`config.mk`:
```
export PLATFORM = sky130hd
export DESIGN_NAME = fetchUnit
export DESIGN_NICKNAME = d
export VERILOG_FILES = /design/src/design/cpuPkg.sv /design/src/design/fetchUnit.sv
export SDC_FILE = /design/constraint.sdc
export NUM_CORES = 2
export LEC_CHECK = 0
export BUFFER_PORTS_ARGS = -buffer_cell sky130_fd_sc_hd__buf_2
export CAP_MARGIN = 20
export CORE_ASPECT_RATIO = 1.2
export CORE_MARGIN = 5
export CORE_UTILIZATION = 57
export DETAILED_ROUTE_END_ITERATION = 7
export PLACE_DENSITY = 0.8
export SYNTH_ARGS = -nofsm -noshare
export SYNTH_HDL_FRONTEND = slang
export SYNTH_SLANG_ARGS = --single-unit
```
`constraint.sdc`:
```
create_clock -name clk -period 2.6 [get_ports clk]
set_input_delay 0.78 -clock clk [delete_from_list [all_inputs] [get_ports clk]]
set_output_delay 0.78 -clock clk [all_outputs]
set_load 0.01 [all_outputs]
```
`src/design/cpuPkg.sv`:
```
`default_nettype none

package cpuPkg;

    // word and address sizes
    localparam int dataWidth = 16;
    localparam int addrWidth = 8;

    // instruction queue sizing
    localparam int queueDepth = 4;
    localparam int queuePtrWidth = $clog2(queueDepth);
    localparam int queueCntWidth = $clog2(queueDepth + 1);

    typedef logic [dataWidth-1:0] wordT;
    typedef logic [addrWidth-1:0] addrT;

    // alu operations in the order of the original alu table
    typedef enum logic [3:0] {
        ADD  = 4'd0,
        SUB  = 4'd1,
        MUL  = 4'd2,
        DIV  = 4'd3,
        SHL  = 4'd4,
        SHR  = 4'd5,
        ROL  = 4'd6,
        ROR  = 4'd7,
        AND  = 4'd8,
        OR   = 4'd9,
        XOR  = 4'd10,
        NOR  = 4'd11,
        NAND = 4'd12,
        XNOR = 4'd13,
        GT   = 4'd14,
        EQ   = 4'd15
    } aluOpE;

    // machine operations
    // codes 8 to 15 are unused and execute as nop
    typedef enum logic [3:0] {
        NOP   = 4'd0,
        LOADI = 4'd1,
        LOAD  = 4'd2,
        STORE = 4'd3,
        ALUM  = 4'd4,
        JUMP  = 4'd5,
        JUMPZ = 4'd6,
        HALT  = 4'd7
    } instrOpE;

    // one program word, op in the top nibble
    typedef struct packed {
        instrOpE op;
        aluOpE   aluOp;
        addrT    field;
    } instrT;

    // queue entry with the fetch address kept for debug
    typedef struct packed {
        instrT instr;
        addrT  fetchAddr;
    } queueEntryT;

    typedef enum logic [1:0] {
        IDLE    = 2'd0,
        RUN     = 2'd1,
        MEMWAIT = 2'd2,
        HALTED  = 2'd3
    } execStateE;

endpackage

`default_nettype wire
```
`src/design/fetchUnit.sv`:
```
`timescale 1ns/1ps
`default_nettype none

module fetchUnit (
    input  logic               clk,
    input  logic               arstN,
    // host program writes
    input  logic               progWe,
    input  cpuPkg::addrT       progAddr,
    input  cpuPkg::wordT       progData,
    // control from execute
    input  logic               run,
    input  logic               stop,
    input  logic               redirect,
    input  cpuPkg::addrT       redirectAddr,
    // producer side of the queue
    output logic               fetchValid,
    output cpuPkg::queueEntryT fetchEntry,
    input  logic               fetchReady
);

    // program store, 256 words
    cpuPkg::wordT progMem [2**cpuPkg::addrWidth];

    cpuPkg::addrT pc;
    logic         running;
    logic         issue;

    // next read only when the output register is free after this edge
    // run, stop and redirect all cancel the read
    assign issue = running && !run && !stop && !redirect &&
                   (!fetchValid || fetchReady);

    always_ff @(posedge clk or negedge arstN) begin
        if (!arstN) begin
            pc         <= '0;
            running    <= 1'b0;
            fetchValid <= 1'b0;
        end else if (run) begin
            // program always begins at word 0
            pc         <= '0;
            running    <= 1'b1;
            fetchValid <= 1'b0;
        end else if (stop) begin
            running    <= 1'b0;
            fetchValid <= 1'b0;
        end else if (redirect) begin
            // drop the entry in the output register too
            pc         <= redirectAddr;
            fetchValid <= 1'b0;
        end else if (issue) begin
            pc         <= pc + 1'b1;
            fetchValid <= 1'b1;
        end else if (fetchReady) begin
            // entry taken and nothing new behind it
            fetchValid <= 1'b0;
        end
    end

    // sync read straight into the output register
    // register only loads on issue so a stalled entry holds
    always_ff @(posedge clk) begin
        if (progWe) begin
            progMem[progAddr] <= progData;
        end
        if (issue) begin
            fetchEntry.instr     <= cpuPkg::instrT'(progMem[pc]);
            fetchEntry.fetchAddr <= pc;
        end
    end

    // stalled entry stays put until the queue takes it
    assert property (@(posedge clk) disable iff (!arstN)
        fetchValid && !fetchReady |=> $stable(fetchEntry));

    // valid is only withdrawn by a cancel
    assert property (@(posedge clk) disable iff (!arstN)
        fetchValid && !fetchReady && !run && !stop && !redirect |=> fetchValid);

endmodule

`default_nettype wire

```
# Word level (Yosys, flattened, before mapping)
# Memories as Yosys holds them, arrays and structs flattened. A register that Yosys moved wholly into a read port is not among the register bits.
# Cells that the tools add are included.
# word_totals
ff_bits,18
in_bits,39
out_inout_bits,25
mem_count,1
ram_bits,4096
# op_classes
addsub,1
muxes,13
n_reduce_logical,13
n_eq_ne,1
# memory_table
memory,words,width,read_ports,rd_clocked_by_memory_dff,wr,line,source
progMem,256,16,1,1,1,fetchUnit.sv:23,cpuPkg::wordT progMem [2**cpuPkg::addrWidth];
# op_table
cell,n
8-bit two-way mux,4
1-bit two-way mux,9
8-bit by 1-bit adder with 8-bit output (second input constant),1
5-bit nonzero test,1
1-bit logical AND,4
1-bit zero test,4
3-bit nonzero test,1
2-bit != test (second input constant),1
2-bit AND reduction,1
2-bit nonzero test,1
1-bit logical OR,1

# Logic depth before layout (Yosys ltp)
# depth
ltp_word,9
ltp_mapped,13

# Least setup slack after synthesis
# No wires, ideal clock.
# synth_timing
path_kind,input port to flip-flop
start,input port progAddr[3]
end,"memory progMem[235][0] (netlist name), enable pin"
path_slack_ps,-345
t_required_ps,2212
t_arrival_ps,2557
setup_time_ps,388
n_path_buf,3
cell_stages,6
cell_sequence,clkbuf_1 -> nor2b_1 -> clkbuf_1 -> nand4_1 -> clkbuf_1 -> nor2_1
# synth_rtl
element,line,source
from (decl),fetchUnit.sv:9,"input cpuPkg::addrT progAddr,"
to (decl),fetchUnit.sv:23,
# No word-level cell before the write port.

==> results.md <==
Run status:
- The run finished, with violations left.
- The checks that failed: DRC, setup timing.

Setup path:
- Of all nets on the critical path, the largest fanout is 7.
- The most numerous cell on the critical path is buf_12.
- The slowest stage of the critical path is the a211oi_4 cell.
- The number of cells on the worst reg-to-reg path is 11.
- On the worst path, the slowest cell contributes a delay of 550 ps.
- The cell count along the critical path is 11.
- Setup slack on the worst reg-to-reg path comes out at -1230 ps.
- STA classifies the critical path startpoint as a register.
- The arrival time of data at the critical path endpoint is 4510 ps.
- The critical path in this run is classified as register to register.
- STA puts the critical path data required time at 3270 ps.
- Among cell families on the critical path, the largest total delay comes from compound AO/OA/AOI/OAI gates.
- The critical path goes through buf_12 -> buf_16 -> buf_12 -> buf_16 -> mux4_2 -> o211ai_1 -> nand4_1 -> a211oi_4 -> a311o_1 -> buf_12 -> o31ai_4.
- STA classifies the critical path endpoint as a register.
- The number of buffers and inverters on the critical path is 5.

Timing:
- The worst slew slack as a fraction of its limit is 27.44%.
- Setup repair after global routing could not meet its margin everywhere.
- The worst path uses 147.4% of the clock period.
- Clock skew on the completed layout was measured at 49.27 ps.
- The worst hold margin is 86.60 ps.
- The final number of max-transition violations is 0.
- The slew at the pin with the worst max-slew slack is 1087 ps.
- After layout, the worst setup slack is -1232 ps.
- The final count of hold timing violations is 0.
- The peak clock frequency supported by timing is 261.0 MHz.
- Subtracting the final worst setup slack from the clock period gives 3832 ps.
- Setup violations remaining at the end of the flow were counted as 18.

Clock network:
- The register clock-pin slew on the reported worst setup and hold paths is 70 ps.
- The clock reaches the later pin of the worst-skew pair after 930 ps.
- The total CTS buffers is 371.
- The number of sinks driven by the clock tree is 4130.
- The deepest level of the CTS H-tree is 5.
- The buffer type at the clock tree root is clkbuf_16.
- The clock passes through at most 4 buffers.
- The CTS tree is yes.

Floorplanning:
- The die extent in y is 587.9 µm.
- The die is 491.6 µm wide.
- The site row count is 212.
- The die covers 289000 µm².
- The number of top-level pins is 64.
- After floorplanning, the core was sized to cover 277500 µm².
- The initial core utilization is 57.17%.

Yosys:
- In this run the biggest area consumer among cell types represents 77.99% of the synthesized area.
- The mapped netlist covers 158600 µm².
- The number of warning messages in the yosys log is 0.
- The post-synthesis sequential area ratio is 78.15%.
- The number of enable flip-flop cells after synthesis is 4120.
- The net count after synthesis is 7282.
- The synthesized area per cell is 21.90 µm².
- The share of flip-flops with an asynchronous set or reset after synthesis is 0.2421%.
- Summed over all instances, the cell type with the most area after synthesis is edfxtp_1.
- The flip-flop and latch count after synthesis is 4130.
- The number of distinct library cells after synthesis is 70.
- After technology mapping, the gate count stands at 7242.
- In the post-synthesis netlist, the biggest area contributors are edfxtp_1 78%, mux4_2 13%, mux2i_1 2.3%, nor2_1 0.72%, a22oi_1 0.62%.
- The primary flip-flop cell chosen by synthesis mapping is edfxtp_1.

Route:
- The routed wirelength normalized by instance count is 44.83 µm.
- In the routed layout, each cell is associated on average with a via count of 7.697.
- The number of DRC markers in iteration 0 is 20110.
- The total via count in the routed design is 96760.
- The first-pass iteration count of the detailed router is 8.
- The sum of routed wire length over all layers is 563500 µm.
- The number of nets still failing antenna checks after routing is 0.
- The detailed-route DRC error count is 6.

Placed design:
- The congestion estimate from routability-driven global placement came to 0.9611.
- In this run the cell area measured after placement is 176400 µm².
- The count of buffers from port buffering is 63.
- The placed wire-length estimate is 304100 µm.

Power:
- The switching share of power is 23.51%.
- The relative contribution of sequential cells to total power is 52.2%.
- Combinational cells account for 8.7% of the total power.
- The internal power of the cells totals 107600 µW.
- The clock network burns 39.1% of the power.
- For this design the total switching power over the nets is 33080 µW.
- The peak ir drop on the vdd network is 619.3 µV.
- The leakage power total is 0.06053 µW.
- Dividing total power by cell area gives a power density of 732.3 nW/µm².

Global route:
- The total global routing overflow is 0.
- The largest net degree at the start of global routing is 101.
- The number of global-route vias before repair is 93870.
- The number of antenna violations at the first check in global routing is 50.
- The global-route usage over all layers is 37.79%.
- The global-route wire length before repair is 755500 µm.

Worst hold path:
- The worst hold path belongs to the class input port to register.
- The number of stages on the worst hold path is 2.

Run:
- The max-capacitance violation count is 0.

Finish:
- The final layout contains 8645 nets.
- The library cell used most frequently in the layout, excluding fill and tap cells, is edfxtp_1.
- The final standard cell area without fillers is 192200 µm².
- The number of filler cells placed in the layout is 14800.
- The area growth from synthesis to layout is 21.13%.
- The fraction of layout instances using a drive strength above 1 is 36.78%.
- Summing all multi-input logic gate instances after layout gives 34580 µm².
- In the layout the commonest cells are 4120 x edfxtp_1, 900 x mux4_2, 806 x buf_4.
- The footprint of the flip-flops and latches is 124000 µm².
## metrics by stage
step / power, µW / instances / setup WS [ps] / setup TNS [ps] / util [%]
6_report: 140700 / 12570 / -1232 / -16010 / 69.26
5_1_grt: 143300 / 12550 / -1124 / -15540 / 69.23
4_1_cts: 138400 / 12500 / -774.7 / -11640 / 68.84
3_5_place_dp: 84890 / 11750 / -1622 / -57490 / 63.58
3_3_place_gp: 84600 / 11750 / -1453 / -33980 / 63.57
2_1_floorplan: 79490 / 7242 / -236.4 / -424360 / -
## final timing paths
check | from | to
max | pc[0]$_DFFE_PN0P_ | fetchEntry[12]$_DFFE_PP_
min | stop | running$_DFFE_PN0P_
max reg2reg | pc[0]$_DFFE_PN0P_ | fetchEntry[12]$_DFFE_PP_
min reg2reg | running$_DFFE_PN0P_ | running$_DFFE_PN0P_
max in group asynchronous | arstN | pc[5]$_DFFE_PN0P_
min in group asynchronous | arstN | pc[1]$_DFFE_PN0P_
## power groups by stage
stage	Sequential, µW	Combinational, µW	Clock, µW
2_1_floorplan	74900	4630	0
6_report	73500	12200	55000
3_3_place_gp	74900	9730	0
3_5_place_dp	74900	10000	0
5_1_grt	73400	12200	57700
4_1_cts	73500	11100	53800
## worst register-to-register path, stage by stage (launching register included)
cell	delay (ps)
dfrtp_4	460
buf_12	150
buf_16	200
buf_12	190
buf_16	130
mux4_2	510
o211ai_1	310
nand4_1	500
a211oi_4	550
a311o_1	260
buf_12	210
o31ai_4	100
## area by class of cell
type | count | area share (%)
multi-input cells | 2665 | 17.99
flip-flops and latches | 4130 | 64.53
clock buffers | 468 | 5.087
well taps | 3638 | 2.369
clock inverters | 199 | 0.9207
inverters | 8 | 0.01823
diodes | 34 | 0.04428
repair buffers | 1429 | 9.037
## logic make-up (layout without fill, tap and decap cells)
group	after synthesis	after routing	synth area share (%)
other	0	34	0
muxes	1270	1270	15.15
DFF	4130	4130	78.15
adders and majority gates	1	1	0.007886
and+or+nand+nor	612	612	1.668
AOI/OAI and AO/OA	782	782	3.403
buffers and inverters	447	2104	1.626
## layer usage
layer / vias up / GRT usage, % / part of all wire (%)
met2: 12280 / 56.95 / 45
met5: - / 0 / 0.042
met4: 26 / 29.43 / 11
met3: 3503 / 14.53 / 17
met1: 47450 / 43.88 / 27
li1: 33500 / - / -
## repair_timing
item / 4_1_cts / 5_1_grt
setup buffers: 69 / 48
gates cloned: 17 / 5
pin swaps: 62 / 66
hold endpoints to repair: 10 / 0
endpoints found under the setup margin: 18 / 18
resized for setup: 387 / 162
hold buffers: 1 / 0
## flip-flops by register name (all words and copies together) (netlist names)
signal / count
progMem: 4096
fetchValid: 1
pc: 8
running: 1
fetchEntry: 24
## Yosys cell counts, drive strengths merged (5+ instances only)
master   number
buf         259
mux2i       364
a32oi         7
nor4          7
nor3         30
a21o          5
o221ai       41
a221o         9
o211ai       35
clkbuf      180
nand4        22
and2          7
o2111ai       6
nor2        304
nor2b        18
o31ai         7
a221oi       88
a22o         29
inv           7
a21oi       184
dfrtp        10
nand3        72
nand2       126
a211oi       29
a31oi        18
a22oi       130
o22ai        74
nand2b        9
edfxtp     4120
a32o          5
mux4        903
o21ai        80
(Power assumes the default switching activity.)
