--- config.mk ---
export PLATFORM = sky130hd
export DESIGN_NAME = instrQueue
export DESIGN_NICKNAME = d
export VERILOG_FILES = /design/src/design/cpuPkg.sv /design/src/design/instrQueue.sv
export SDC_FILE = /design/constraint.sdc
export NUM_CORES = 1
export LEC_CHECK = 0
export ABC_AREA = 1
export BUFFER_PORTS_ARGS = -buffer_cell sky130_fd_sc_hd__buf_4
export CAP_MARGIN = 20
export CORE_AREA = 3 3 94 96
export DETAILED_ROUTE_END_ITERATION = 16
export DIE_AREA = 0 0 97 99
export PLACE_DENSITY = 0.73
export SETUP_SLACK_MARGIN = 0.5
export SLEW_MARGIN = 20
export SYNTH_ARGS = -nofsm -noshare
export SYNTH_HDL_FRONTEND = slang
export SYNTH_SLANG_ARGS = --single-unit
--- constraint.sdc ---
create_clock -name clk -period 2.3 [get_ports clk]
set_input_delay 0.345 -clock clk [delete_from_list [all_inputs] [get_ports clk]]
set_output_delay 0.345 -clock clk [all_outputs]
set_load 0.1 [all_outputs]
--- src/design/cpuPkg.sv ---
`default_nettype none

package cpuPkg;

    // word and address sizes
    localparam int dataWidth = 16;
    localparam int addrWidth = 8;

    // instruction queue sizing
    localparam int queueDepth = 4;
    localparam int queuePtrWidth = $clog2(queueDepth);
    localparam int queueCntWidth = $clog2(queueDepth + 1);

    typedef logic [dataWidth-1:0] wordT;
    typedef logic [addrWidth-1:0] addrT;

    // alu operations in the order of the original alu table
    typedef enum logic [3:0] {
        ADD  = 4'd0,
        SUB  = 4'd1,
        MUL  = 4'd2,
        DIV  = 4'd3,
        SHL  = 4'd4,
        SHR  = 4'd5,
        ROL  = 4'd6,
        ROR  = 4'd7,
        AND  = 4'd8,
        OR   = 4'd9,
        XOR  = 4'd10,
        NOR  = 4'd11,
        NAND = 4'd12,
        XNOR = 4'd13,
        GT   = 4'd14,
        EQ   = 4'd15
    } aluOpE;

    // machine operations
    // codes 8 to 15 are unused and execute as nop
    typedef enum logic [3:0] {
        NOP   = 4'd0,
        LOADI = 4'd1,
        LOAD  = 4'd2,
        STORE = 4'd3,
        ALUM  = 4'd4,
        JUMP  = 4'd5,
        JUMPZ = 4'd6,
        HALT  = 4'd7
    } instrOpE;

    // one program word, op in the top nibble
    typedef struct packed {
        instrOpE op;
        aluOpE   aluOp;
        addrT    field;
    } instrT;

    // queue entry with the fetch address kept for debug
    typedef struct packed {
        instrT instr;
        addrT  fetchAddr;
    } queueEntryT;

    typedef enum logic [1:0] {
        IDLE    = 2'd0,
        RUN     = 2'd1,
        MEMWAIT = 2'd2,
        HALTED  = 2'd3
    } execStateE;

endpackage

`default_nettype wire
--- src/design/instrQueue.sv ---
`timescale 1ns/1ps
`default_nettype none

module instrQueue (
    input  logic               clk,
    input  logic               arstN,
    input  logic               flush,
    // from fetch
    input  logic               fetchValid,
    input  cpuPkg::queueEntryT fetchEntry,
    output logic               fetchReady,
    // to execute
    output logic               issueValid,
    output cpuPkg::queueEntryT issueEntry,
    input  logic               issueReady
);

    cpuPkg::queueEntryT entries [cpuPkg::queueDepth];

    // depth is a power of two so pointers wrap on their own
    logic [cpuPkg::queuePtrWidth-1:0] wrPtr;
    logic [cpuPkg::queuePtrWidth-1:0] rdPtr;
    logic [cpuPkg::queueCntWidth-1:0] count;
    logic                             push;
    logic                             pop;

    assign fetchReady = (count != cpuPkg::queueDepth);
    assign issueValid = (count != '0);
    // head entry read without a register
    assign issueEntry = entries[rdPtr];

    // flush beats both sides
    assign push = fetchValid && fetchReady && !flush;
    assign pop  = issueValid && issueReady && !flush;

    always_ff @(posedge clk or negedge arstN) begin
        if (!arstN) begin
            wrPtr <= '0;
            rdPtr <= '0;
            count <= '0;
        end else if (flush) begin
            wrPtr <= '0;
            rdPtr <= '0;
            count <= '0;
        end else begin
            if (push) begin
                wrPtr <= wrPtr + 1'b1;
            end
            if (pop) begin
                rdPtr <= rdPtr + 1'b1;
            end
            // push and pop together leave count alone
            case ({push, pop})
                2'b10:   count <= count + 1'b1;
                2'b01:   count <= count - 1'b1;
                default: count <= count;
            endcase
        end
    end

    always_ff @(posedge clk) begin
        if (push) begin
            entries[wrPtr] <= fetchEntry;
        end
    end

    assert property (@(posedge clk) disable iff (!arstN)
        count <= cpuPkg::queueDepth);

    // full queue without a pop must not take a write
    assert property (@(posedge clk) disable iff (!arstN)
        count == cpuPkg::queueDepth && !pop && !flush |=> count == cpuPkg::queueDepth);

endmodule

`default_nettype wire

==> Word-level counts from Yosys, hierarchy flattened <==
Memory sizes are Yosys's and may differ from the RTL's.
Cells that the tools add are included.
W data, S select, Z words.
{ "totals": {"regBits": 7, "ram_bits": 96, "input_bits": 29, "output_inout_bits": 26, "word_cells": 28, "memories": 1} }
{ "classes": {"addsub": 4, "eq_ne": 3, "n_mux": 8, "reduce_logical": 9} }
{ "mem_list": {"columns": ["name", "words", "width", "rd", "rd_ports_with_merged_regs", "write_ports", "line_no", "text"], "rows": [
  ["entries", 4, 24, 1, 0, 1, "instrQueue.sv:18", "cpuPkg::queueEntryT entries [cpuPkg::queueDepth];"]
]} }
{ "op_table": {"columns": ["cell", "count"], "rows": [
  ["$mux W2", 4],
  ["$pmux W3 S2", 1],
  ["$reduce_bool A3 Y1", 2],
  ["$add A2 B1 Y2 const B", 2],
  ["$logic_and A1 B1 Y1", 4],
  ["$reduce_bool A2 Y1", 2],
  ["$add A3 B1 Y3 const B", 1],
  ["$mux W3", 1],
  ["$ne A3 B3 Y1 const B", 1],
  ["$sub A3 B1 Y3 const B", 1],
  ["$eq A2 B1 Y1 const B", 1],
  ["$eq A2 B2 Y1 const B", 1],
  ["$mux W1", 2],
  ["$logic_not A1 Y1", 1]
]} }

==> Longest topological paths before layout <==
{ "logic_depth": {"word_depth": 6, "mapped_depth": 13, "ltp_nobuf": 13} }

==> Least setup slack after synthesis <==
OpenSTA, ideal clock, no wires.
{ "synth_timing": {"path_type": "register to output", "from": "register rdPtr[1] (netlist bit)", "to": "output issueEntry[14] (netlist bit)", "arrival_time_ns": 2.358, "required_ns": 1.955, "path_slack_ns": -0.403, "stages_incl_launch_ff": 5, "n_path_buf": 1, "path_cell_list": "dfrtp_1 -> inv_1 -> clkbuf_1 -> o21ai_0 -> o22ai_1"} }
{ "synth_lines": {"columns": ["item", "line_no", "text"], "rows": [
  ["from (decl)", "instrQueue.sv:22", "logic [cpuPkg::queuePtrWidth-1:0] rdPtr;"],
  ["from (signal assigned)", "instrQueue.sv:50", "rdPtr <= rdPtr + 1'b1;"],
  ["to (decl)", "instrQueue.sv:14", "output cpuPkg::queueEntryT issueEntry,"]
]} }

==> load_flow_metrics.sql <==
INSERT INTO impl_metrics (metric_group, metric, value, unit) VALUES
('clocking', 'cts_tree', 'yes', ''),
('grt', 'via_count_of_the_first_global_routing_pass', '2826', ''),
('layout', 'layout.nets', '417', ''),
('floorplanning', 'die-area', '0.00960', 'mm²'),
('setup_path', 'cpMostUsedCell', 'sky130_fd_sc_hd__buf_12', ''),
('logic_synthesis', 'netlist-cell-type-count', '25', ''),
('power_and_ir_drop', 'max-vdd-ir-drop', '0.662', 'mV'),
('detailed_routing', 'detailroute.via_count', '2745', ''),
('clocking', 'insertion_delay', '0.37', 'ns'),
('floorplanning', 'floorplan.initialDensity', '0.499', ''),
('layout', 'area.sequential', '0.00306', 'mm²'),
('logic_synthesis', 'synth_top_cell_by_area', 'sky130_fd_sc_hd__edfxtp_1', ''),
('placed_design', 'hpwlAfterDp', '5290', 'µm'),
('setup_path', 'worstPathRequired', '1.96', 'ns'),
('clocking', 'clk_pin_slew_worst_paths', '0.10', 'ns'),
('clocking', 'cts-root-to-sink-buffers', '2', ''),
('detailed_routing', 'ant_nets', '0', ''),
('layout', 'antenna-diode-count', '0', ''),
('grt', 'grt_use_total', '0.190', ''),
('setup_path', 'timing.critical_path.to_type', 'primary output', ''),
('floorplanning', 'ios', '55', ''),
('logic_synthesis', 'synth_top_flop_cell', 'sky130_fd_sc_hd__edfxtp_1', ''),
('logic_synthesis', 'netlist_top_cells_count', 'sky130_fd_sc_hd__edfxtp_1, sky130_fd_sc_hd__nor2_1, sky130_fd_sc_hd__o21ai_0, sky130_fd_sc_hd__o22ai_1, sky130_fd_sc_hd__nand2_1', ''),
('setup_path', 'critPathSlowestCell', 'sky130_fd_sc_hd__dfrtp_2', ''),
('sta', 'maxSlewViolCount', '0', ''),
('logic_synthesis', 'asyncSetResetFlopFracSynth', '0.0680', ''),
('setup_path', 'critical-path-max-stage-delay', '0.45', 'ns'),
('layout', 'synthToLayoutAreaGrowth', '53.6', '%'),
('detailed_routing', 'routed_via_density', '5.57', ''),
('sta', 'totalNegativeSetupSlack', '0', 'ns'),
('clocking', 'clock_sinks', '103', ''),
('logic_synthesis', 'post_synth.cell_area_avg', '13.7', 'µm²'),
('outcome', 'outcome', 'completed', ''),
('setup_path', 'startpoint_type', 'register', ''),
('clocking', 'cts_inserted_buffers', '9', ''),
('detailed_routing', 'drcViolationCount', '0', ''),
('logic_synthesis', 'synth.yosys.warnings', '0', ''),
('placed_design', 'quantity_of_i_o_buffers_inserted_on_ports', '54', ''),
('detailed_routing', 'detail_route.wirelength', '10100', 'µm'),
('sta', 'rsz0062_at_grt', 'true', ''),
('layout', 'drive_above_1_share', '0.637', ''),
('grt', 'grt-ovfl-total', '0', ''),
('sta', 'max_freq', '500', 'MHz'),
('detailed_routing', 'drt_pre_antenna_iters', '4', ''),
('sta', 'worst_max_slew_pin_slew', '0.314', 'ns'),
('logic_synthesis', 'yosys-top-cells-area', 'sky130_fd_sc_hd__edfxtp_1, sky130_fd_sc_hd__o21ai_0, sky130_fd_sc_hd__nor2_1, sky130_fd_sc_hd__dfrtp_1, sky130_fd_sc_hd__o22ai_1', ''),
('power_and_ir_drop', 'power_density', '1250', 'mW/mm²'),
('detailed_routing', 'drt_iter0_drc', '213', ''),
('logic_synthesis', 'netlist.area_leader.share', '0.711', ''),
('floorplanning', 'core', '0.00813', 'mm²'),
('logic_synthesis', 'most_frequently_used_cell_type_in_the_post_synthesis_netlist', 'sky130_fd_sc_hd__edfxtp_1', ''),
('run', 'drv.max_cap_violation_count', '0', ''),
('sta', 'finalWorstPathRequiredPeriod', '2.00', 'ns'),
('sta', 'timing.final.setup_violations', '0', ''),
('power_and_ir_drop', 'leakagePower', '2.18', 'nW'),
('sta', 'post-route-period-util', '0.869', ''),
('grt', 'grt_pass1_wl', '14200', 'µm'),
('logic_synthesis', 'synth_nets', '329', ''),
('logic_synthesis', 'yosys_register_bits', '103', ''),
('setup_path', 'timing.critical_path.arrival', '1.65', 'ns'),
('setup_path', 'cp_cell_sequence', 'buf_12 > buf_12 > o21ai_1 > o22ai_4 > buf_12', ''),
('sta', 'fin_worst_skew', '0.0131', 'ns'),
('logic_synthesis', 'mappedNetlistArea', '0.00406', 'mm²'),
('grt', 'grt_antenna_before_repair', '0', ''),
('clocking', 'ctsRootBufferMaster', 'sky130_fd_sc_hd__clkbuf_8', ''),
('hold_path', 'hold_path.class', 'in2reg', ''),
('power_and_ir_drop', 'total_power_consumption_of_the_routed_design', '7.79', 'mW'),
('grt', 'grt_max_degree', '35', ''),
('sta', 'hold_viol', '0', ''),
('floorplanning', 'die_h', '99', 'µm'),
('setup_path', 'worstSetupPathType', 'reg2out', '');
## cell families (layout without fill, tap and decap cells)
kind of cell / count (synthesis) / count (layout) / synth area share
DFF: 103 / 103 / 0.754
AOI/OAI and AO/OA: 80 / 80 / 0.110
and+or+nand+nor: 79 / 79 / 0.0873
buffers and inverters: 27 / 120 / 0.0296
adders and majority gates: 5 / 5 / 0.0173
xor gates and xnor gates: 1 / 1 / 0.00216
## per-stage QoR
step | cells | instance area [µm²] | util | hold WS, ns | worst slack [ns]
2_1_floorplan | 295 | 4420 | - | 0.0494 | 0.299
3_3_place_gp | 454 | 5030 | 0.619 | 0.165 | 0.436
3_5_place_dp | 454 | 5030 | 0.619 | 0.165 | 0.360
4_1_cts | 479 | 5620 | 0.691 | 0.158 | 0.300
5_1_grt | 493 | 6230 | 0.766 | 0.149 | 0.238
6_report | 493 | 6230 | 0.766 | 0.171 | 0.301
## metal layers
metal	up-vias	track usage	part of all wire
met1	1373	0.231	0.39
met4	0	0.0724	0.023
met2	94	0.335	0.54
li1	1259	-	-
met5	-	0	0
met3	19	0.0375	0.049
## worst max-delay path, delay by kind of cell (launching register included)
family / cells / cell delay (ns)
buf+inv: 3 / 0.50
flops: 1 / 0.45
compound gates: 2 / 0.34
## placed cells by master, fill, tap and decap left out, drive strengths merged, types with 7 or more instances in the layout
| cell | n |
|---|---|
| edfxtp | 96 |
| buf | 83 |
| nor2 | 54 |
| o21ai | 52 |
| o22ai | 24 |
| nand2 | 21 |
| clkbuf | 16 |
| inv | 13 |
| dfrtp | 7 |
## power by group
group | internal, mW | switching, mW
logic | 1.69 | 2.79
registers | 2.20 | 0.0874
clock network | 0.404 | 0.616
total | 4.30 | 3.50
## final cells by class
| cell class | count | share of cell area |
|---|---|---|
| Clock buffer | 11 | 0.0211 |
| Clock inverter | 5 | 0.00683 |
| Inverter | 13 | 0.0143 |
| Multi-Input combinational cell | 165 | 0.251 |
| Sequential cell | 103 | 0.492 |
| Tap cell | 105 | 0.0211 |
| Timing Repair Buffer | 89 | 0.191 |
| Timing Repair inverter | 2 | 0.00301 |
## sequential cells by signal, summed over array words and instances (netlist names)
signal / count
entries: 96
rdPtr: 2
wrPtr: 2
count: 3
## path summary, 6_finish.rpt
path | cells past startpoint | from | slack [ns] | endpoint
setup / recovery | 5 | rdPtr[0] | 0.30 | issueEntry[7]
hold / removal | 1 | fetchEntry[17] | 0.17 | entries[2][17]
setup reg to reg | 13 | count[0] | 0.47 | count[2]
hold reg to reg | 2 | count[2] | 0.59 | count[2]
max in group asynchronous | 2 | arstN | 1.85 | rdPtr[0]
min in group asynchronous | 2 | arstN | 0.31 | count[0]
## repair_timing
item / CTS / global route
hold buffers: 1 / 0
setup endpoints to repair: 25 / 27
gates resized for setup: 123 / 117
hold endpoints to repair: 7 / 0
pin swaps: 2 / 14
cloned: 2 / 6
setup buffers: 6 / 8
Power figures use the tool's default switching activity.
