File: config.mk
export PLATFORM = sky130hd
export DESIGN_NAME = executeUnit
export DESIGN_NICKNAME = d
export VERILOG_FILES = /design/src/design/cpuPkg.sv /design/src/design/executeUnit.sv /design/src/design/alu.sv
export SDC_FILE = /design/constraint.sdc
export NUM_CORES = 2
export LEC_CHECK = 0
export ABC_AREA = 0
export BUFFER_PORTS_ARGS = -buffer_cell sky130_fd_sc_hd__buf_2
export CAP_MARGIN = 20
export CORE_MARGIN = 2
export CORE_UTILIZATION = 35
export DETAILED_ROUTE_END_ITERATION = 8
export PLACE_DENSITY = 0.57
export SYNTH_ARGS = -nofsm -noshare
export SYNTH_HDL_FRONTEND = slang
export SYNTH_SLANG_ARGS = --single-unit
export TNS_END_PERCENT = 5
File: constraint.sdc
create_clock -name clk -period 76.9 [get_ports clk]
set_input_delay 11.535 -clock clk [delete_from_list [all_inputs] [get_ports clk]]
set_output_delay 11.535 -clock clk [all_outputs]
set_load 0.05 [all_outputs]
File: src/design/cpuPkg.sv
`default_nettype none

package cpuPkg;

    // word and address sizes
    localparam int dataWidth = 16;
    localparam int addrWidth = 8;

    // instruction queue sizing
    localparam int queueDepth = 4;
    localparam int queuePtrWidth = $clog2(queueDepth);
    localparam int queueCntWidth = $clog2(queueDepth + 1);

    typedef logic [dataWidth-1:0] wordT;
    typedef logic [addrWidth-1:0] addrT;

    // alu operations in the order of the original alu table
    typedef enum logic [3:0] {
        ADD  = 4'd0,
        SUB  = 4'd1,
        MUL  = 4'd2,
        DIV  = 4'd3,
        SHL  = 4'd4,
        SHR  = 4'd5,
        ROL  = 4'd6,
        ROR  = 4'd7,
        AND  = 4'd8,
        OR   = 4'd9,
        XOR  = 4'd10,
        NOR  = 4'd11,
        NAND = 4'd12,
        XNOR = 4'd13,
        GT   = 4'd14,
        EQ   = 4'd15
    } aluOpE;

    // machine operations
    // codes 8 to 15 are unused and execute as nop
    typedef enum logic [3:0] {
        NOP   = 4'd0,
        LOADI = 4'd1,
        LOAD  = 4'd2,
        STORE = 4'd3,
        ALUM  = 4'd4,
        JUMP  = 4'd5,
        JUMPZ = 4'd6,
        HALT  = 4'd7
    } instrOpE;

    // one program word, op in the top nibble
    typedef struct packed {
        instrOpE op;
        aluOpE   aluOp;
        addrT    field;
    } instrT;

    // queue entry with the fetch address kept for debug
    typedef struct packed {
        instrT instr;
        addrT  fetchAddr;
    } queueEntryT;

    typedef enum logic [1:0] {
        IDLE    = 2'd0,
        RUN     = 2'd1,
        MEMWAIT = 2'd2,
        HALTED  = 2'd3
    } execStateE;

endpackage

`default_nettype wire
File: src/design/executeUnit.sv
`timescale 1ns/1ps
`default_nettype none

module executeUnit (
    input  logic               clk,
    input  logic               arstN,
    input  logic               start,
    // host data writes
    input  logic               dataWe,
    input  cpuPkg::addrT       dataAddr,
    input  cpuPkg::wordT       dataData,
    // consumer side of the queue
    input  logic               issueValid,
    input  cpuPkg::queueEntryT issueEntry,
    output logic               issueReady,
    // back to fetch and queue
    output logic               redirect,
    output cpuPkg::addrT       redirectAddr,
    output logic               run,
    output logic               stop,
    // host status
    output logic               halted,
    output cpuPkg::wordT       acc
);

    cpuPkg::execStateE state;

    // data store, 256 words
    cpuPkg::wordT dataMem [2**cpuPkg::addrWidth];
    cpuPkg::wordT memQ;

    cpuPkg::instrT curInstr;
    // instruction parked across memwait
    cpuPkg::instrT pendInstr;
    cpuPkg::wordT  aluResult;

    logic         accept;
    logic         memRead;
    logic         storeEn;
    logic         memWe;
    cpuPkg::addrT memWAddr;
    cpuPkg::wordT memWData;
    cpuPkg::addrT nextAddr;

    assign curInstr   = issueEntry.instr;
    // stall the queue while waiting on memory
    assign issueReady = (state == cpuPkg::RUN);
    assign accept     = issueValid && issueReady;

    // start only counts from idle or halted
    assign run    = start && (state == cpuPkg::IDLE || state == cpuPkg::HALTED);
    assign stop   = accept && (curInstr.op == cpuPkg::HALT);
    assign halted = (state == cpuPkg::HALTED);

    // untaken jumpz falls through quietly
    assign redirect = accept && ((curInstr.op == cpuPkg::JUMP) ||
                      (curInstr.op == cpuPkg::JUMPZ && acc == '0));
    assign redirectAddr = curInstr.field;

    assign memRead = accept && (curInstr.op == cpuPkg::LOAD || curInstr.op == cpuPkg::ALUM);
    assign storeEn = accept && (curInstr.op == cpuPkg::STORE);

    // host only writes while stopped so one write port is enough
    assign memWe    = dataWe || storeEn;
    assign memWAddr = storeEn ? curInstr.field : dataAddr;
    assign memWData = storeEn ? acc : dataData;

    alu i_alu (
        .op       (pendInstr.aluOp),
        .operandA (acc),
        .operandB (memQ),
        .result   (aluResult)
    );

    always_ff @(posedge clk or negedge arstN) begin
        if (!arstN) begin
            state <= cpuPkg::IDLE;
            acc   <= '0;
        end else begin
            case (state)
                cpuPkg::IDLE, cpuPkg::HALTED: begin
                    if (start) begin
                        state <= cpuPkg::RUN;
                    end
                end
                cpuPkg::RUN: begin
                    if (accept) begin
                        case (curInstr.op)
                            // immediate is zero extended
                            cpuPkg::LOADI: acc <= cpuPkg::wordT'(curInstr.field);
                            cpuPkg::LOAD, cpuPkg::ALUM: state <= cpuPkg::MEMWAIT;
                            cpuPkg::HALT: state <= cpuPkg::HALTED;
                            // nop, jumps, store and unknown codes
                            default: state <= cpuPkg::RUN;
                        endcase
                    end
                end
                cpuPkg::MEMWAIT: begin
                    // memory word now in memQ
                    if (pendInstr.op == cpuPkg::LOAD) begin
                        acc <= memQ;
                    end else begin
                        acc <= aluResult;
                    end
                    state <= cpuPkg::RUN;
                end
                default: state <= cpuPkg::IDLE;
            endcase
        end
    end

    always_ff @(posedge clk) begin
        if (memWe) begin
            dataMem[memWAddr] <= memWData;
        end
        if (memRead) begin
            memQ      <= dataMem[curInstr.field];
            pendInstr <= curInstr;
        end
    end

    // fetch address the next accepted entry must carry
    always_ff @(posedge clk or negedge arstN) begin
        if (!arstN) begin
            nextAddr <= '0;
        end else if (run) begin
            nextAddr <= '0;
        end else if (redirect) begin
            nextAddr <= redirectAddr;
        end else if (accept) begin
            nextAddr <= issueEntry.fetchAddr + 1'b1;
        end
    end

    // no jump can leave a stopped machine
    assert property (@(posedge clk) disable iff (!arstN)
        (state == cpuPkg::IDLE || state == cpuPkg::HALTED) |-> !redirect);

    // entries reach execute in program order, none lost or repeated
    assert property (@(posedge clk) disable iff (!arstN)
        accept |-> issueEntry.fetchAddr == nextAddr);

    // host loads must not race a running program
    assert property (@(posedge clk) disable iff (!arstN)
        dataWe |-> (state == cpuPkg::IDLE || state == cpuPkg::HALTED));

endmodule

`default_nettype wire

File: src/design/alu.sv
`timescale 1ns/1ps
`default_nettype none

module alu (
    input  cpuPkg::aluOpE op,
    input  cpuPkg::wordT  operandA,
    input  cpuPkg::wordT  operandB,
    output cpuPkg::wordT  result
);

    always_comb begin
        result = '0;
        case (op)
            // arithmetic
            cpuPkg::ADD: result = operandA + operandB;
            cpuPkg::SUB: result = operandA - operandB;
            // only the low half of the product is kept
            cpuPkg::MUL: result = operandA * operandB;
            cpuPkg::DIV: begin
                // zero divisor saturates to all ones
                if (operandB == '0) begin
                    result = '1;
                end else begin
                    result = operandA / operandB;
                end
            end
            // single bit shifts on operand a only
            cpuPkg::SHL: result = operandA << 1;
            cpuPkg::SHR: result = operandA >> 1;
            // rotates wrap the edge bit around
            cpuPkg::ROL: result = {operandA[cpuPkg::dataWidth-2:0],
                                   operandA[cpuPkg::dataWidth-1]};
            cpuPkg::ROR: result = {operandA[0],
                                   operandA[cpuPkg::dataWidth-1:1]};
            // bitwise group
            cpuPkg::AND:  result = operandA & operandB;
            cpuPkg::OR:   result = operandA | operandB;
            cpuPkg::XOR:  result = operandA ^ operandB;
            cpuPkg::NOR:  result = ~(operandA | operandB);
            cpuPkg::NAND: result = ~(operandA & operandB);
            cpuPkg::XNOR: result = ~(operandA ^ operandB);
            // compares return 0 or 1, unsigned
            cpuPkg::GT: begin
                if (operandA > operandB) begin
                    result = cpuPkg::wordT'(1);
                end else begin
                    result = '0;
                end
            end
            cpuPkg::EQ: begin
                if (operandA == operandB) begin
                    result = cpuPkg::wordT'(1);
                end else begin
                    result = '0;
                end
            end
            default: result = '0;
        endcase
    end

endmodule

`default_nettype wire

Yosys cells after proc, flatten, opt, wreduce, memory -nomap -nowiden. Memory sizes are Yosys's and may differ from the RTL's. A register that Yosys moved wholly into a read port is not among the register bits. Index checks and enable logic that the tools add are counted.

Flip-flop bits (word level): 26. Input port bits: 53. Word-level logic and storage cells: 83. Output and inout port bits: 29. Memory bits (writable): 4096. Memories kept: 1.

Reduce and logical (&&, ||, !) cells: 20. Mux-type cells: 16. Divide/modulo/power cells: 1. Bitwise gates (word level): 6. Order comparisons: 1. Equality and inequality tests: 31. $mul: 1. Add/subtract/negate cells: 2.

Memories: dataMem (depth 256, bits a word 16, rd ports 1, clocked after memory_dff 1, write ports 1, RTL line executeUnit.sv:29) `cpuPkg::wordT dataMem [2**cpuPkg::addrWidth];`.

Operator list (number): 16-bit one-hot mux with 16 select lines (1); 16-bit 2-to-1 mux (5); 16-bit inverter (3); 4-bit by 3-bit equality test with 1-bit output, second input constant (8); 4-bit equality test, second input constant (8); 16-bit logical NOT (2); 16-bit one-hot mux with 2 select lines (1); 4-bit by 2-bit equality test with 1-bit output, second input constant (5); 16-bit adder (1); 16-bit AND (1); 16-bit by 16-bit divider with 16-bit output (1); 16-bit equality test (1); 16-bit > comparator (1); 16-bit by 16-bit multiplier with 16-bit output (1); 16-bit bitwise OR (1); 16-bit subtractor (1); 16-bit XOR (1); 2-bit one-hot mux with 3 select lines (2); 4-bit by 1-bit equality test with 1-bit output, second input constant (2); 8-bit 2-to-1 mux (1); 1-bit logical AND (7); 3-bit AND reduction (2); 2-bit equality test, second input constant (2); 4-bit logical NOT (1); 9 further kinds (19).

Logic depth before layout (Yosys ltp).
Depth after elaboration: 6. Depth in mapped cells: 132. Gate-level depth less buffers: 125.

Modules after synthesis. Synthesis repeated with hierarchy kept, for this count alone.

Cells, all modules: 9921. Area total of the unflattened synthesis: 175387.0 um^2.

Modules (own cells, without submodules): executeUnit (cells an instance 7978, area each 161497.4 um^2, seq. area each 124169.1 um^2, times used 1); alu (cells an instance 1943, area each 13889.6 um^2, seq. area each 0.0 um^2, times used 1).

Least setup slack after synthesis. Ideal clock, no wire load.

Path type: register to register. Start point: reg memQ[0] (read register of dataMem). End point: reg acc[0]. Setup time: 0.140 ns. Slack: 49.914 ns. Cell stages (with the launch flop): 123. Path buffers: 10. Arrival time: 26.845 ns. Data required time: 76.760 ns. Period minus slack after synthesis: 26.986 ns. Path through: edfxtp_1 > clkbuf_1 > clkinv_1 > ha_1 > a41o_1 > a21boi_0 > ha_1 > or3_1 > and3_1 > and3_1 > a21o_1 > ha_1 > a21oi_1 > nand2_1 > a31o_1 > and2_1 > ha_1 > o21a_1 > [... 87 more ...] > a21o_1 > a21o_1 > a32o_1 > o221ai_1 > a21oi_1 > o211a_1 > a211oi_2 > mux2_2 > ha_1 > a21o_1 > a21o_1 > a21oi_1 > nor2_1 > a2111oi_0 > a21oi_1 > a311oi_1 > a2bb2oi_1 > a31oi_1.

Word-level cells in the longest chain between the ends: 5. Elaborated cells between the ends (all ways): 19. Classes of those cells: 2 x add/sub; 1 x mul; 1 x div; 1 x order compare; 1 x eq/ne; 6 x mux; 6 x bitwise; 1 x reduce/logical.

RTL lines: from (decl) (RTL line executeUnit.sv:30) `cpuPkg::wordT memQ;`; 16-bit by 16-bit divider with 16-bit output, or another cell as far along (RTL line alu.sv:24) `result = operandA / operandB;`; 16-bit 2-to-1 mux, or another cell as far along (RTL line alu.sv:21) `if (operandB == '0) begin`; 16-bit one-hot mux with 16 select lines (RTL line alu.sv:13) `case (op)`; 16-bit 2-to-1 mux (*) (RTL line executeUnit.sv:100) `if (pendInstr.op == cpuPkg::LOAD) begin`; 16-bit one-hot mux with 2 select lines (*) (RTL line executeUnit.sv:80) `case (state)`; to (signal assigned) (RTL line executeUnit.sv:90) `cpuPkg::LOADI: acc <= cpuPkg::wordT'(curInstr.field);`; to (signal assigned) (RTL line executeUnit.sv:101) `acc <= memQ;`; to (signal assigned) (RTL line executeUnit.sv:103) `acc <= aluResult;`; to (decl) (RTL line executeUnit.sv:23) `output cpuPkg::wordT acc`.

Mark *: on every way between the ends. The rest lies on a longest branch, timed or not. A chain may end at the register's enable or synchronous reset.

Worst setup path in the final report.
Start point: reg memQ[11] (read register of dataMem). End point: reg acc[0].

Word-level cells in the longest chain between the ends: 5. Elaborated cells between the ends (all ways): 10. Classes of those cells: 1 x div; 1 x order compare; 1 x eq/ne; 6 x mux; 1 x reduce/logical.

RTL lines (RTL line): 16-bit by 16-bit divider with 16-bit output, or another cell as far along (alu.sv:24); 16-bit 2-to-1 mux, or another cell as far along (alu.sv:21); 16-bit one-hot mux with 16 select lines (*) (alu.sv:13); 16-bit 2-to-1 mux (*) (executeUnit.sv:100); 16-bit one-hot mux with 2 select lines (*) (executeUnit.sv:80).

Marks and branches as above.

==> impl_metrics.ini <==
[logic_synthesis]
synthCells = 8252
yosys_most_used_dff = edfxtp_1
synth_compound_area_share_pct = 2.50
syn_area_mm2 = 0.173
synth_warnings = 0
synth_mux_area_share_pct = 18.2
synth_xor_xnor_area_share_pct = 0.619
synth-adder-area-share_pct = 2.68
synth_edf_count = 4120
syn_nets = 8626
ys_types = 110
synthSimpleGateAreaFrac_pct = 2.55
synth-seq-cells = 4138
syn_avg_cell_area_um2 = 20.9
async_flop_share_pct = 0.435
synth_top_family_by_area = multiplexers
seq_area_frac_synth_pct = 71.9

[timing]
timing.fmax_ghz = 0.0303
fin_crit_ns = 33.00
max_slew_margin_pct = 7.02
hold-worst-slack_ns = 0.648
hold_viol = 0
tightest_slew_ns = 1.39
rsz0062_at_grt = false
fin_tns_setup_ns = 0
setup_viol = 0
final_max_slew_viol_count = 0
min_period_over_period_pct = 42.9
finClkSkew_ns = 0.105

[global_route]
grt_pass1_wl_um = 649000
gr-usage-met2_pct = 28.6
top_usage_layer = met2
grt-ovfl-total = 0
grt_util_met3_pct = 2.68
track_usage_pct = 17.9
grt_util_met1_pct = 25.7
antenna_found_initial = 30
grt_max_degree = 182
grt_pass1_vias = 87600

[job]
drv_cap = 0

[clock_network]
ctsHoldBuffers = 0
cts.path.max_buffers = 4
cts_setup_buffers = 0
clk_pin_slew_ns = 0.06
cts_resized = 0
cts_buffers = 421
cts_tree = yes
insertion_delay_ns = 0.99
clockRootBuffer = clkbuf_16
cts_sinks = 4138
htree_levels = 5

[route]
drcViolationCount = 1
vias = 86100
detail_route.wl_per_cell_um = 29.2
drt_iter0_drc = 9419
vias_per_cell = 5.53
ant_nets = 0
drt_wl_total_um = 454000
dr.pass1.iters = 8

[die]
fp.dieH_um = 706
core_region_area_mm2 = 0.490
start_util_pct = 35.2
fp-row-count = 257
die_w_um = 706
die-area_mm2 = 0.499
ios = 82

[setup_path]
cp_max_fo = 19
crit_type = register to register
cp-start-kind = register
critPathCaptureType = register
cpPeakStageDelay_ns = 0.75
crit_top_cell = ha_1
cp_slowest_cell = o31ai_1
arrival_ns = 33.79
cp.required_ns = 77.69

[power]
power_mw = 5.56
ir_drop_mv = 0.0615
p_leak_nw = 62.6
powerDensity_mw_per_mm2 = 28.3

[placed_design]
dp.final_hpwl_um = 274000
io_buffers = 73
gp_congestion = 0.872
place_area_mm2 = 0.183

[final_layout]
finalNetCount = 9093
final_layout_size_suffix_gt1_share_pct = 28.9
final_common_cell = edfxtp_1
syn_to_final_growth_pct = 14.0
final_cell_mix = 4120 x edfxtp_1, 1360 x mux4_2, 433 x nor2_1, 424 x clkbuf_16, 408 x buf_4
fin_area_mm2 = 0.197
nFillCells = 42800

[worst_hold_path]
hp-class = register to register

[run_status]
status = finished, violations left
violations = design-rule violations
## worst max-delay path, delay by kind of cell, from the launching register on
family                     cells  cell delay, ns
DFF                            1            0.61
buffers and inverters          7            1.43
AOI/OAI and AO/OA             68           17.99
adders and majority gates     15            4.88
muxes                          3            1.21
and+or+nand+nor               27            6.64
## final timing paths
path / slack, ns / end / cells past startpoint / startpoint
max in group asynchronous: 65.98 / acc[12] / 1 / arstN
hold / removal: 0.65 / state[0] / 2 / state[0]
setup reg to reg: 43.90 / acc[0] / 120 / memQ[11]
min in group asynchronous: 10.55 / state[1] / 1 / arstN
setup / recovery: 43.90 / acc[0] / 120 / memQ[11]
hold reg to reg: 0.65 / state[0] / 2 / state[0]
## power breakdown
part           switching, mW  internal (mW)  total (mW)
Sequential           0.00234           2.50        2.50
Combinational          0.645          0.400        1.05
Clock                  0.860           1.16        2.02
## through the flow
stage               instances  utilization (%)  setup slack, ns
CTS                     15500             40.1            44.37
finish                  15600             40.1            43.90
global placement        14800             37.3            44.45
detailed placement      14800             37.3            44.44
floorplan                8252                -            49.91
global route            15500             40.1            41.90
## layer usage
metal	vias to the layer above	share of wire [%]
met1	46800	43
met2	3198	48
met3	654	6.6
met4	10	2.5
li1	35400	-
met5	-	0.013
## synthesized netlist by cell type (8+ instances only)
master | n | area share [%]
edfxtp_1 | 4120 | 72
mux4_2 | 1360 | 18
nor2_1 | 476 | 1.0
clkbuf_1 | 276 | 0.60
ha_1 | 239 | 1.7
nand2_1 | 227 | 0.49
inv_1 | 179 | 0.39
a21oi_1 | 151 | 0.44
o21ai_0 | 112 | 0.32
buf_2 | 93 | 0.27
fa_1 | 82 | 0.95
xnor2_1 | 81 | 0.41
buf_1 | 67 | 0.15
nor3_1 | 53 | 0.15
a21o_1 | 47 | 0.20
mux2_2 | 44 | 0.29
xor2_1 | 41 | 0.21
o21a_1 | 37 | 0.16
nand3_1 | 36 | 0.10
nand2b_1 | 30 | 0.11
mux2i_1 | 27 | 0.16
nor2b_1 | 26 | 0.094
o211ai_1 | 25 | 0.11
a31oi_1 | 23 | 0.083
a211oi_1 | 20 | 0.087
or3_1 | 19 | 0.069
dfrtp_1 | 18 | 0.26
o22ai_1 | 18 | 0.065
a22oi_1 | 16 | 0.070
o221ai_1 | 15 | 0.076
o31ai_1 | 15 | 0.065
and2_1 | 14 | 0.051
nand4_1 | 13 | 0.047
nor4_1 | 13 | 0.047
o21bai_1 | 13 | 0.057
or2_2 | 12 | 0.043
a221oi_1 | 11 | 0.056
nand3b_1 | 11 | 0.048
and3_1 | 10 | 0.036
buf_4 | 10 | 0.043
a221o_1 | 8 | 0.046
a31o_2 | 8 | 0.041
## flip-flops by register name, indices dropped and copies added, names as in the netlist
name	flops
acc	16
memQ	16
dataMem	4096
state	2
pendInstr	8
## final cells by class
class                           instances  area, um^2  area share, %
Tap cell                             6475        8100           4.12
Clock inverter                        273        2720           1.38
Multi-Input combinational cell       3480       46200           23.5
Clock buffer                          503       10900           5.55
Sequential cell                      4138      124000           63.1
Antenna cell                           15        37.5         0.0191
Timing Repair Buffer                  494        3810           1.94
Inverter                              184         691          0.351
## cells by family (layout without fill, tap and decap cells)
family,count (synthesis),in the layout
flops,4138,4138
mux,1434,1434
simple gates,980,980
buf+inv,634,1454
compound gates,623,623
fa+ha+maj,321,321
xor+xnor,122,122
other cells,0,15
(Power assumes the default switching activity.)
